**config.mk**
```make
export PLATFORM = sky130hd
export DESIGN_NAME = ex_cluster
export DESIGN_NICKNAME = d
export VERILOG_FILES = /design/src/logic/cpu_pkg.sv /design/src/logic/cp0_regs.sv /design/src/logic/cpu_ex.sv /design/src/logic/ex_cluster.sv /design/src/logic/ex_commit.sv /design/src/logic/ex_issue_ctrl.sv /design/src/logic/ex_multi_cyc.sv
export SDC_FILE = /design/constraint.sdc
export NUM_CORES = 2
export LEC_CHECK = 0
export ABC_AREA = 1
export ABC_CLOCK_PERIOD_IN_PS = 12300
export BUFFER_PORTS_ARGS = -buffer_cell sky130_fd_sc_hd__clkbuf_2
export CORE_ASPECT_RATIO = 0.8
export CORE_MARGIN = 2
export CORE_UTILIZATION = 39
export DETAILED_ROUTE_END_ITERATION = 8
export PLACE_DENSITY_LB_ADDON = 0.1
export SYNTH_ARGS = -nofsm -noshare
export SYNTH_HDL_FRONTEND = slang
export SYNTH_SLANG_ARGS = --single-unit
export TNS_END_PERCENT = 100
```
**constraint.sdc**
```tcl
create_clock -name clk -period 12.3 [get_ports clk]
set_clock_uncertainty 0.2 [all_clocks]
set_input_delay 0.615 -clock clk [delete_from_list [all_inputs] [get_ports clk]]
set_output_delay 0.615 -clock clk [all_outputs]
set_load 0.02 [all_outputs]
```
**src/logic/cpu_pkg.sv**
```systemverilog
package cpu_pkg;

	localparam int WORD_W     = 32;
	localparam int DWORD_W    = 2 * WORD_W;
	localparam int REG_ADDR_W = 5;
	localparam int OP_W       = 4;
	localparam int MC_W       = 2;
	localparam int SEL_W      = 4;
	localparam int EXCCODE_W  = 5;

	typedef logic [WORD_W-1:0]     word_t;
	typedef logic [DWORD_W-1:0]    dword_t; // HI in upper half
	typedef logic [REG_ADDR_W-1:0] reg_addr_t;

	typedef enum logic [OP_W-1:0] {
		OP_NOP,
		OP_ORI,
		OP_JAL,
		OP_MFHI,
		OP_MFLO,
		OP_MTHI,
		OP_MTLO,
		OP_MADDU,
		OP_LW,
		OP_SW,
		OP_MFC0,
		OP_MTC0,
		OP_TEQI,
		OP_ERET
	} oper_t;

	typedef enum logic [MC_W-1:0] {
		MC_IDLE,
		MC_MUL,
		MC_ACC,
		MC_DONE
	} mc_state_t;

	typedef struct packed {
		oper_t op;
		word_t pc;
		word_t inst;
		word_t reg1;
		word_t reg2;
		word_t imm;
	} ex_in_t;

	typedef struct packed {
		logic      we;
		reg_addr_t waddr;
		word_t     wdata;
	} reg_write_req_t;

	typedef struct packed {
		logic   we;
		dword_t hilo;
	} hilo_write_req_t;

	typedef struct packed {
		logic             ce;
		logic             we;
		word_t            addr;
		word_t            wdata;
		logic [SEL_W-1:0] sel;
	} mem_access_req_t;

	typedef struct packed {
		logic                 occur;
		logic                 eret;
		logic [EXCCODE_W-1:0] code;
	} except_info_t;

	typedef struct packed {
		word_t           pc;
		word_t           ret;
		mem_access_req_t memory_req;
		except_info_t    except;
	} ex_out_t;

	localparam reg_addr_t CP0_STATUS = 5'd12;
	localparam reg_addr_t CP0_CAUSE  = 5'd13;
	localparam reg_addr_t CP0_EPC    = 5'd14;

	localparam int STATUS_EXL    = 1;
	localparam int CAUSE_EXC_LSB = 2; // Code field is bits 6:2

	localparam logic [EXCCODE_W-1:0] EXCCODE_TR = 5'd13;
	localparam word_t JAL_LINK_OFFSET = 32'd8;
	localparam logic [SEL_W-1:0] SEL_WORD = 4'b1111;

endpackage

```
**src/logic/cp0_regs.sv**
```systemverilog
`timescale 1ns/1ns

module cp0_regs
(
	input  logic                    clk,
	input  logic                    rst,
	input  cpu_pkg::reg_addr_t      raddr,
	output cpu_pkg::word_t          rdata,
	input  cpu_pkg::reg_write_req_t wr,
	input  cpu_pkg::except_info_t   except,
	input  cpu_pkg::word_t          epc_pc,
	input  logic                    commit
);

	cpu_pkg::word_t status;
	cpu_pkg::word_t cause;
	cpu_pkg::word_t epc;
	cpu_pkg::word_t status_next;
	cpu_pkg::word_t cause_next;
	cpu_pkg::word_t epc_next;

	always_comb
	begin
		status_next = status;
		cause_next  = cause;
		epc_next    = epc;
		if (commit)
		begin
			if (wr.we && wr.waddr == cpu_pkg::CP0_STATUS)
			begin
				status_next = wr.wdata;
			end
			if (wr.we && wr.waddr == cpu_pkg::CP0_EPC)
			begin
				epc_next = wr.wdata;
			end
			if (except.occur && !except.eret)
			begin
				epc_next = epc_pc;
				cause_next[cpu_pkg::CAUSE_EXC_LSB +: cpu_pkg::EXCCODE_W] = except.code;
				status_next[cpu_pkg::STATUS_EXL] = 1'b1;
			end
			if (except.occur && except.eret)
			begin
				status_next[cpu_pkg::STATUS_EXL] = 1'b0;
			end
		end
	end

	// Reads already include whatever the draining latch commits
	always_comb
	begin
		case (raddr)
			cpu_pkg::CP0_STATUS: rdata = status_next;
			cpu_pkg::CP0_CAUSE:  rdata = cause_next;
			cpu_pkg::CP0_EPC:    rdata = epc_next;
			default:             rdata = '0;
		endcase
	end

	always_ff @(posedge clk)
	begin
		if (rst)
		begin
			status <= '0;
			cause  <= '0;
			epc    <= '0;
		end
		else
		begin
			status <= status_next;
			cause  <= cause_next;
			epc    <= epc_next;
		end
	end

endmodule

```
**src/logic/cpu_ex.sv**
```systemverilog
`timescale 1ns/1ns

module cpu_ex
(
	input  logic                     clk,
	input  logic                     rst,

	input  cpu_pkg::ex_in_t          ex_inst,
	input  logic                     ex_valid,

	input  cpu_pkg::dword_t          hilo_unsafe,
	input  cpu_pkg::word_t           cp0_rdata_unsafe,
	input  cpu_pkg::hilo_write_req_t mem_hilo_wr,
	input  cpu_pkg::reg_write_req_t  mem_cp0_reg_wr,

	output cpu_pkg::reg_addr_t       cp0_raddr,
	output cpu_pkg::hilo_write_req_t hilo_wr,
	output cpu_pkg::reg_write_req_t  cp0_reg_wr,
	output cpu_pkg::ex_out_t         result,
	output logic                     stall_req
);

	cpu_pkg::dword_t hilo_safe;
	cpu_pkg::word_t  hi;
	cpu_pkg::word_t  lo;
	cpu_pkg::word_t  cp0_rdata_safe;
	cpu_pkg::dword_t multi_cyc_ret;
	logic            is_mem;
	logic            we_hilo;

	// Pending HI/LO write in the latch wins
	assign hilo_safe = mem_hilo_wr.we ? mem_hilo_wr.hilo : hilo_unsafe;
	assign {hi, lo}  = hilo_safe;

	assign cp0_raddr = ex_inst.inst[15:11];
	assign cp0_rdata_safe = (mem_cp0_reg_wr.we && mem_cp0_reg_wr.waddr == cp0_raddr) ?
		mem_cp0_reg_wr.wdata : cp0_rdata_unsafe;

	assign cp0_reg_wr.we    = ex_valid && ex_inst.op == cpu_pkg::OP_MTC0;
	assign cp0_reg_wr.waddr = ex_inst.inst[15:11];
	assign cp0_reg_wr.wdata = ex_inst.reg2;

	ex_multi_cyc multi_cyc0
	(
		.clk   (clk),
		.rst   (rst),
		.op    (ex_inst.op),
		.start (ex_valid),
		.reg1  (ex_inst.reg1),
		.reg2  (ex_inst.reg2),
		.hilo  (hilo_safe),
		.ret   (multi_cyc_ret),
		.busy  (stall_req)
	);

	assign is_mem = ex_inst.op == cpu_pkg::OP_LW || ex_inst.op == cpu_pkg::OP_SW;

	assign result.pc                = ex_inst.pc;
	assign result.memory_req.ce     = ex_valid && is_mem;
	assign result.memory_req.we     = ex_valid && ex_inst.op == cpu_pkg::OP_SW;
	assign result.memory_req.addr   = ex_inst.reg1 + ex_inst.imm;
	assign result.memory_req.wdata  = ex_inst.reg2;
	assign result.memory_req.sel    = is_mem ? cpu_pkg::SEL_WORD : '0;

	always_comb
	begin
		result.except = '0;
		if (ex_valid && ex_inst.op == cpu_pkg::OP_TEQI && ex_inst.reg1 == ex_inst.imm)
		begin
			result.except.occur = 1'b1;
			result.except.code  = cpu_pkg::EXCCODE_TR;
		end
		if (ex_valid && ex_inst.op == cpu_pkg::OP_ERET)
		begin
			result.except.occur = 1'b1;
			result.except.eret  = 1'b1;
		end
	end

	assign we_hilo = ex_inst.op == cpu_pkg::OP_MTHI || ex_inst.op == cpu_pkg::OP_MTLO ||
		ex_inst.op == cpu_pkg::OP_MADDU;
	assign hilo_wr.we = ex_valid && we_hilo;

	always_comb
	begin
		result.ret   = '0;
		hilo_wr.hilo = hilo_safe;
		case (ex_inst.op)
			cpu_pkg::OP_ORI:   result.ret = ex_inst.reg1 | ex_inst.imm;
			cpu_pkg::OP_JAL:   result.ret = ex_inst.pc + cpu_pkg::JAL_LINK_OFFSET;
			cpu_pkg::OP_MFHI:  result.ret = hi;
			cpu_pkg::OP_MFLO:  result.ret = lo;
			cpu_pkg::OP_MFC0:  result.ret = cp0_rdata_safe;
			cpu_pkg::OP_MTHI:  hilo_wr.hilo = {ex_inst.reg1, lo};
			cpu_pkg::OP_MTLO:  hilo_wr.hilo = {hi, ex_inst.reg1};
			cpu_pkg::OP_MADDU: hilo_wr.hilo = multi_cyc_ret;
			default:           result.ret = '0;
		endcase
	end

endmodule

```
**src/logic/ex_cluster.sv**
```systemverilog
`timescale 1ns/1ns

module ex_cluster
(
	input  logic              clk,
	input  logic              rst,

	input  cpu_pkg::ex_in_t   in_data,
	input  logic              in_valid,
	output logic              in_ready,

	output cpu_pkg::ex_out_t  out_data,
	output logic              out_valid,
	input  logic              out_ready
);

	cpu_pkg::ex_in_t          ex_inst;
	logic                     ex_valid;
	logic                     advance;
	logic                     commit;
	logic                     stall_req;
	cpu_pkg::dword_t          hilo;
	cpu_pkg::word_t           cp0_rdata;
	cpu_pkg::reg_addr_t       cp0_raddr;
	cpu_pkg::hilo_write_req_t hilo_wr;
	cpu_pkg::reg_write_req_t  cp0_reg_wr;
	cpu_pkg::ex_out_t         result;
	cpu_pkg::hilo_write_req_t mem_hilo_wr;
	cpu_pkg::reg_write_req_t  mem_cp0_reg_wr;

	ex_issue_ctrl issue_ctrl0
	(
		.clk       (clk),
		.rst       (rst),
		.in_data   (in_data),
		.in_valid  (in_valid),
		.in_ready  (in_ready),
		.stall_req (stall_req),
		.out_valid (out_valid),
		.out_ready (out_ready),
		.ex_inst   (ex_inst),
		.ex_valid  (ex_valid),
		.advance   (advance),
		.commit    (commit)
	);

	cpu_ex ex0
	(
		.clk              (clk),
		.rst              (rst),
		.ex_inst          (ex_inst),
		.ex_valid         (ex_valid),
		.hilo_unsafe      (hilo),
		.cp0_rdata_unsafe (cp0_rdata),
		.mem_hilo_wr      (mem_hilo_wr),
		.mem_cp0_reg_wr   (mem_cp0_reg_wr),
		.cp0_raddr        (cp0_raddr),
		.hilo_wr          (hilo_wr),
		.cp0_reg_wr       (cp0_reg_wr),
		.result           (result),
		.stall_req        (stall_req)
	);

	// CP0 updates come from the committing latch entry
	cp0_regs cp0_0
	(
		.clk    (clk),
		.rst    (rst),
		.raddr  (cp0_raddr),
		.rdata  (cp0_rdata),
		.wr     (mem_cp0_reg_wr),
		.except (out_data.except),
		.epc_pc (out_data.pc),
		.commit (commit)
	);

	ex_commit commit0
	(
		.clk            (clk),
		.rst            (rst),
		.advance        (advance),
		.commit         (commit),
		.result_in      (result),
		.hilo_wr_in     (hilo_wr),
		.cp0_wr_in      (cp0_reg_wr),
		.out_data       (out_data),
		.out_valid      (out_valid),
		.hilo           (hilo),
		.mem_hilo_wr    (mem_hilo_wr),
		.mem_cp0_reg_wr (mem_cp0_reg_wr)
	);

endmodule

```
**src/logic/ex_commit.sv**
```systemverilog
`timescale 1ns/1ns

module ex_commit
(
	input  logic                     clk,
	input  logic                     rst,
	input  logic                     advance,
	input  logic                     commit,

	input  cpu_pkg::ex_out_t         result_in,
	input  cpu_pkg::hilo_write_req_t hilo_wr_in,
	input  cpu_pkg::reg_write_req_t  cp0_wr_in,

	output cpu_pkg::ex_out_t         out_data,
	output logic                     out_valid,
	output cpu_pkg::dword_t          hilo,
	output cpu_pkg::hilo_write_req_t mem_hilo_wr,
	output cpu_pkg::reg_write_req_t  mem_cp0_reg_wr
);

	always_ff @(posedge clk)
	begin
		if (rst)
		begin
			out_valid         <= 1'b0;
			out_data.except   <= '0;
			mem_hilo_wr.we    <= 1'b0;
			mem_cp0_reg_wr.we <= 1'b0;
		end
		else if (advance)
		begin
			out_valid      <= 1'b1; // Load overrides a same-cycle drain
			out_data       <= result_in;
			mem_hilo_wr    <= hilo_wr_in;
			mem_cp0_reg_wr <= cp0_wr_in;
		end
		else if (commit)
		begin
			out_valid         <= 1'b0;
			mem_hilo_wr.we    <= 1'b0;
			mem_cp0_reg_wr.we <= 1'b0;
		end
	end

	// HI/LO only changes when its writer leaves the latch
	always_ff @(posedge clk)
	begin
		if (commit && mem_hilo_wr.we)
		begin
			hilo <= mem_hilo_wr.hilo;
		end
	end

endmodule

```
**src/logic/ex_issue_ctrl.sv**
```systemverilog
`timescale 1ns/1ns

module ex_issue_ctrl
(
	input  logic            clk,
	input  logic            rst,

	input  cpu_pkg::ex_in_t in_data,
	input  logic            in_valid,
	output logic            in_ready,

	input  logic            stall_req,
	input  logic            out_valid,
	input  logic            out_ready,

	output cpu_pkg::ex_in_t ex_inst,
	output logic            ex_valid,
	output logic            advance,
	output logic            commit
);

	logic accept;
	logic latch_free;

	// Latch can take a new result this cycle
	assign commit     = out_valid && out_ready;
	assign latch_free = !out_valid || commit;

	assign advance  = ex_valid && !stall_req && latch_free;
	assign in_ready = !ex_valid || advance;
	assign accept   = in_valid && in_ready;

	always_ff @(posedge clk)
	begin
		if (rst)
		begin
			ex_valid <= 1'b0;
		end
		else if (accept)
		begin
			ex_valid <= 1'b1;
		end
		else if (advance)
		begin
			ex_valid <= 1'b0; // Slot drained, nothing new
		end
	end

	// Instruction held until it advances
	always_ff @(posedge clk)
	begin
		if (accept)
		begin
			ex_inst <= in_data;
		end
	end

endmodule

```
**src/logic/ex_multi_cyc.sv**
```systemverilog
`timescale 1ns/1ns

module ex_multi_cyc
(
	input  logic              clk,
	input  logic              rst,
	input  cpu_pkg::oper_t    op,
	input  logic              start,
	input  cpu_pkg::word_t    reg1,
	input  cpu_pkg::word_t    reg2,
	input  cpu_pkg::dword_t   hilo,
	output cpu_pkg::dword_t   ret,
	output logic              busy
);

	cpu_pkg::mc_state_t state;
	cpu_pkg::mc_state_t cur;
	cpu_pkg::dword_t    prod;
	cpu_pkg::dword_t    acc;
	logic               go;

	assign go = start && op == cpu_pkg::OP_MADDU;

	// A new MADDU enters the multiply step in its first slot cycle
	assign cur  = (state == cpu_pkg::MC_IDLE && go) ? cpu_pkg::MC_MUL : state;
	assign busy = cur == cpu_pkg::MC_MUL || cur == cpu_pkg::MC_ACC;
	assign ret  = acc;

	always_ff @(posedge clk)
	begin
		if (rst)
		begin
			state <= cpu_pkg::MC_IDLE;
		end
		else
		begin
			case (cur)
				cpu_pkg::MC_MUL:  state <= cpu_pkg::MC_ACC;
				cpu_pkg::MC_ACC:  state <= cpu_pkg::MC_DONE;
				default:          state <= cpu_pkg::MC_IDLE;
			endcase
		end
	end

	always_ff @(posedge clk)
	begin
		if (cur == cpu_pkg::MC_MUL)
		begin
			prod <= cpu_pkg::dword_t'(reg1) * cpu_pkg::dword_t'(reg2); // Unsigned 32x32
		end
		if (cur == cpu_pkg::MC_ACC)
		begin
			acc <= prod + hilo; // HI/LO already forwarded
		end
	end

endmodule

```
==> run summary <==
status - finished, final reports clean
Die H - 379 um
async set or reset register ratio after synthesis - 0%
clk sinks - 607
Post-Synthesis Cells - 8,695
largest net degree at the start of global routing - 119
setup TNS after final layout - 0 ps
crit end category - flop
I/O Pins - 311
row cnt - 137
pre-CTS WS - 4270 ps
DR vias/cell - 5.08
Least-Margin Pin Slew - 1210 ps
fin crit period - 8030 ps
Vias - 57,400
Worst Min Path Start - out_ready
Post-Syn Area - 0.0685 mm^2
WL final - 260,000 um
crit path launch type - flop
Synth-to-Final Area Change - 10.6%
critical-path maximum fanout - 30
Reg clk slew, reported paths - 60 ps
IO Port Bufs - 281
RSZ-0062 raised after global routing - false
share of cells above drive strength 1 - 6.05%
Final Cycle Share - 65.3%
sequential area share after synthesis - 25.5%
Layout fillers - 17,700
total global-route track usage - 29.1%
RR Startpoint - issue_ctrl0.ex_inst[88]
ANT nets after route - 0
Crit-path slowest cell - edfxtp_1
crit-path max cell delay - 750 ps
HPWL after DPL - 207,000 um
CTS Root Cell - clkbuf_16
H-tree levels - 3
clock tree from TritonCTS - done
Arr. time, crit path - 8240 ps
Net count, final - 10,400
vias in the first global route - 55,700
core area - 0.175 mm^2
MaxCap Viol Count - 0
Starting Density - 39.3%
initial antenna violation count - 16
Post-synth top flop - edfxtp_1
Yosys warnings - 0
DRT Pass-1 Iters - 6
drt wl/cell - 23.0 um
area leader, netlist - fa_1
Distinct cells, synth - 49
Max Slew Vio Count - 0
final hold viol count - 0
Setup Viol. Count Final - 0
Post-route DRC - 0
EDFF count, synth - 529
first-pass GRT wire length - 380,000 um
Detailed Route Iter0 Violations - 6,027
Avg Inst Size Synth - 7.88 um^2
die width - 473 um
Min-Delay Path Class - in2reg
CP delay by family, top - adder cells
Post-CTS Resized - 0
Rel. slew slack - 19.1%
worst-skew pair later-pin latency - 700 ps
Yosys reg bits - 607
die area - 0.179 mm^2
CP most frequent cell - fa_1
CP required - 12,520 ps
gpl congestion - 1.01
CTS Buf Count - 71
CP cell instances - buf_4 -> nand2_1 -> fa_1 -> fa_1 -> fa_1 -> fa_1 -> inv_1 -> fa_1 -> fa_1 -> fa_1 -> inv_1 -> fa_1 -> inv_1 -> ha_1 -> nand2_1 -> nor2_1 -> nand2_1 -> nor2_1 -> and3_1 -> nand2_1 -> nand4_1 -> nand2_1
Final Util - 43.5%
CTS Buffer Depth - 3
gr ovfl total - 0
Synth top area share - 26.2%
Final Instance Area - 0.0758 mm^2
kind of critical path - reg2reg
worst setup margin - 4270 ps
fmax - 125 MHz
Worst Setup SP - issue_ctrl0.ex_inst[88]
top post-synthesis cells by area - fa_1 (26%), edfxtp_1 (23%), nand2_1 (15%), inv_1 (12%), ha_1 (7.1%)
crit path buf inv count - 4
placed cell area - 0.0721 mm^2
## cells in the mapped netlist, drive strengths merged, types with 7 or more instances
| library cell | number |
|---|---|
| buf | 83 |
| ha | 390 |
| nand4 | 75 |
| nand3b | 13 |
| fa | 898 |
| nor3 | 42 |
| a31oi | 26 |
| nor4 | 22 |
| or2 | 34 |
| a21oi | 214 |
| inv | 2216 |
| o211ai | 31 |
| edfxtp | 529 |
| a221oi | 7 |
| and3 | 24 |
| clkbuf | 269 |
| nand2 | 2698 |
| xor2 | 86 |
| o221ai | 49 |
| xnor2 | 7 |
| nand3 | 310 |
| o21ai | 147 |
| o21bai | 8 |
| nor2 | 389 |
| o22ai | 24 |
| dfxtp | 78 |
## worst paths after layout
check,slack (ps),depth (start not counted),to
max,4270,22,ex0.multi_cyc0.prod[58]
max reg2reg,4270,22,ex0.multi_cyc0.prod[58]
min,130,4,commit0.out_valid
min reg2reg,240,0,commit0.hilo[15]
## placed cells by master (no fill, tap or decap), types with 6 or more instances in the layout
cell           count
clkinv_2           7
o21ai_0          132
nand2_1         2692
nor2_1           382
xnor2_1            7
ha_1             390
o21bai_1           8
nand3b_1          13
a21oi_1          213
o22ai_1           24
xor2_1            86
bufinv_16          9
nand3_1          309
a21o_1             6
o21ai_1           11
buf_4             94
clkbuf_1          18
fa_1             898
dfxtp_1           77
inv_2              8
clkbuf_2         280
a31oi_1           26
o211ai_1          31
edfxtp_1         529
o221ai_1          49
dlygate4sd3_1    138
nor3_1            39
inv_1           2208
nor4_1            22
clkbuf_16         72
nor2_4             6
a221oi_1           7
clkinv_1          12
and3_1            24
or2_2             34
nand4_1           74
## final cells by class
| cell class | instances | area, um^2 | share of cell area [%] |
|---|---|---|---|
| antenna | 3 | 7.51 | 0.00990 |
| clock buffer | 92 | 1900 | 2.50 |
| clock inverter | 37 | 484 | 0.638 |
| inverter | 2219 | 8330 | 11.0 |
| multi-input combinational | 5518 | 41300 | 54.4 |
| sequential | 607 | 17400 | 23.0 |
| tap | 2293 | 2870 | 3.78 |
| timing repair buffer | 514 | 3510 | 4.63 |
## per-stage QoR
| step | hold slack [ps] | cells |
|---|---|---|
| 2_1_floorplan | 218 | 8696 |
| 3_3_place_gp | 221 | 11000 |
| 3_5_place_dp | 229 | 11000 |
| 4_1_cts | 76.4 | 11300 |
| 5_1_grt | 145 | 11300 |
| 6_report | 131 | 11300 |
## registers in the layout, indices dropped and copies added, names as in the netlist, 2 cells and up
| signal | count |
|---|---|
| issue_ctrl0.ex_inst | 137 |
| commit0.out_data | 102 |
| commit0.mem_hilo_wr | 65 |
| commit0.hilo | 64 |
| ex0.multi_cyc0.prod | 64 |
| ex0.multi_cyc0.ret | 64 |
| commit0.mem_cp0_reg_wr | 38 |
| cp0_0.epc | 32 |
| cp0_0.status | 32 |
| cp0_0.cause | 5 |
| ex0.multi_cyc0.state | 2 |
## layer usage
layer	vias up	wire length (um)	GRT usage, %
li1	26400	-	-
met1	28400	122000	44.1
met2	2325	110000	43.3
met3	211	22300	4.95
met4	12	5100	5.84
met5	-	358	1.41
## worst reg2reg max path, cell delays in order (launching register included)
cell and delay, ps:
edfxtp_1 750, buf_4 530, nand2_1 210, fa_1 540, fa_1 540, fa_1 510
fa_1 510, inv_1 50, fa_1 550, fa_1 440, fa_1 540, inv_1 60
fa_1 500, inv_1 60, ha_1 450, nand2_1 160, nor2_1 250, nand2_1 140
nor2_1 300, and3_1 210, nand2_1 100, nand4_1 100, nand2_1 80
## repair_timing
item                      4_1_cts  5_1_grt
hold buffers                  138        0
buffers inserted                0        0
hold endpoints to repair      138        0
## cell families (layout without fill, tap and decap cells)
family | Yosys count | in the layout | synth area share (%)
AO/OA/AOI/OAI | 521 | 521 | 4.43
other | 1 | 5 | 0.00547
flip-flops | 607 | 607 | 25.5
buffers and inverters | 2571 | 2862 | 14.4
AND/OR/NAND/NOR | 3613 | 3613 | 21.2
adder cells (fa/ha/maj) | 1288 | 1288 | 33.3
XOR/XNOR | 93 | 93 | 1.19
multiplexers | 1 | 1 | 0.0146
Power is not shown: default switching activity piles up to over one toggle a cycle in this logic, so the estimate is an artifact.
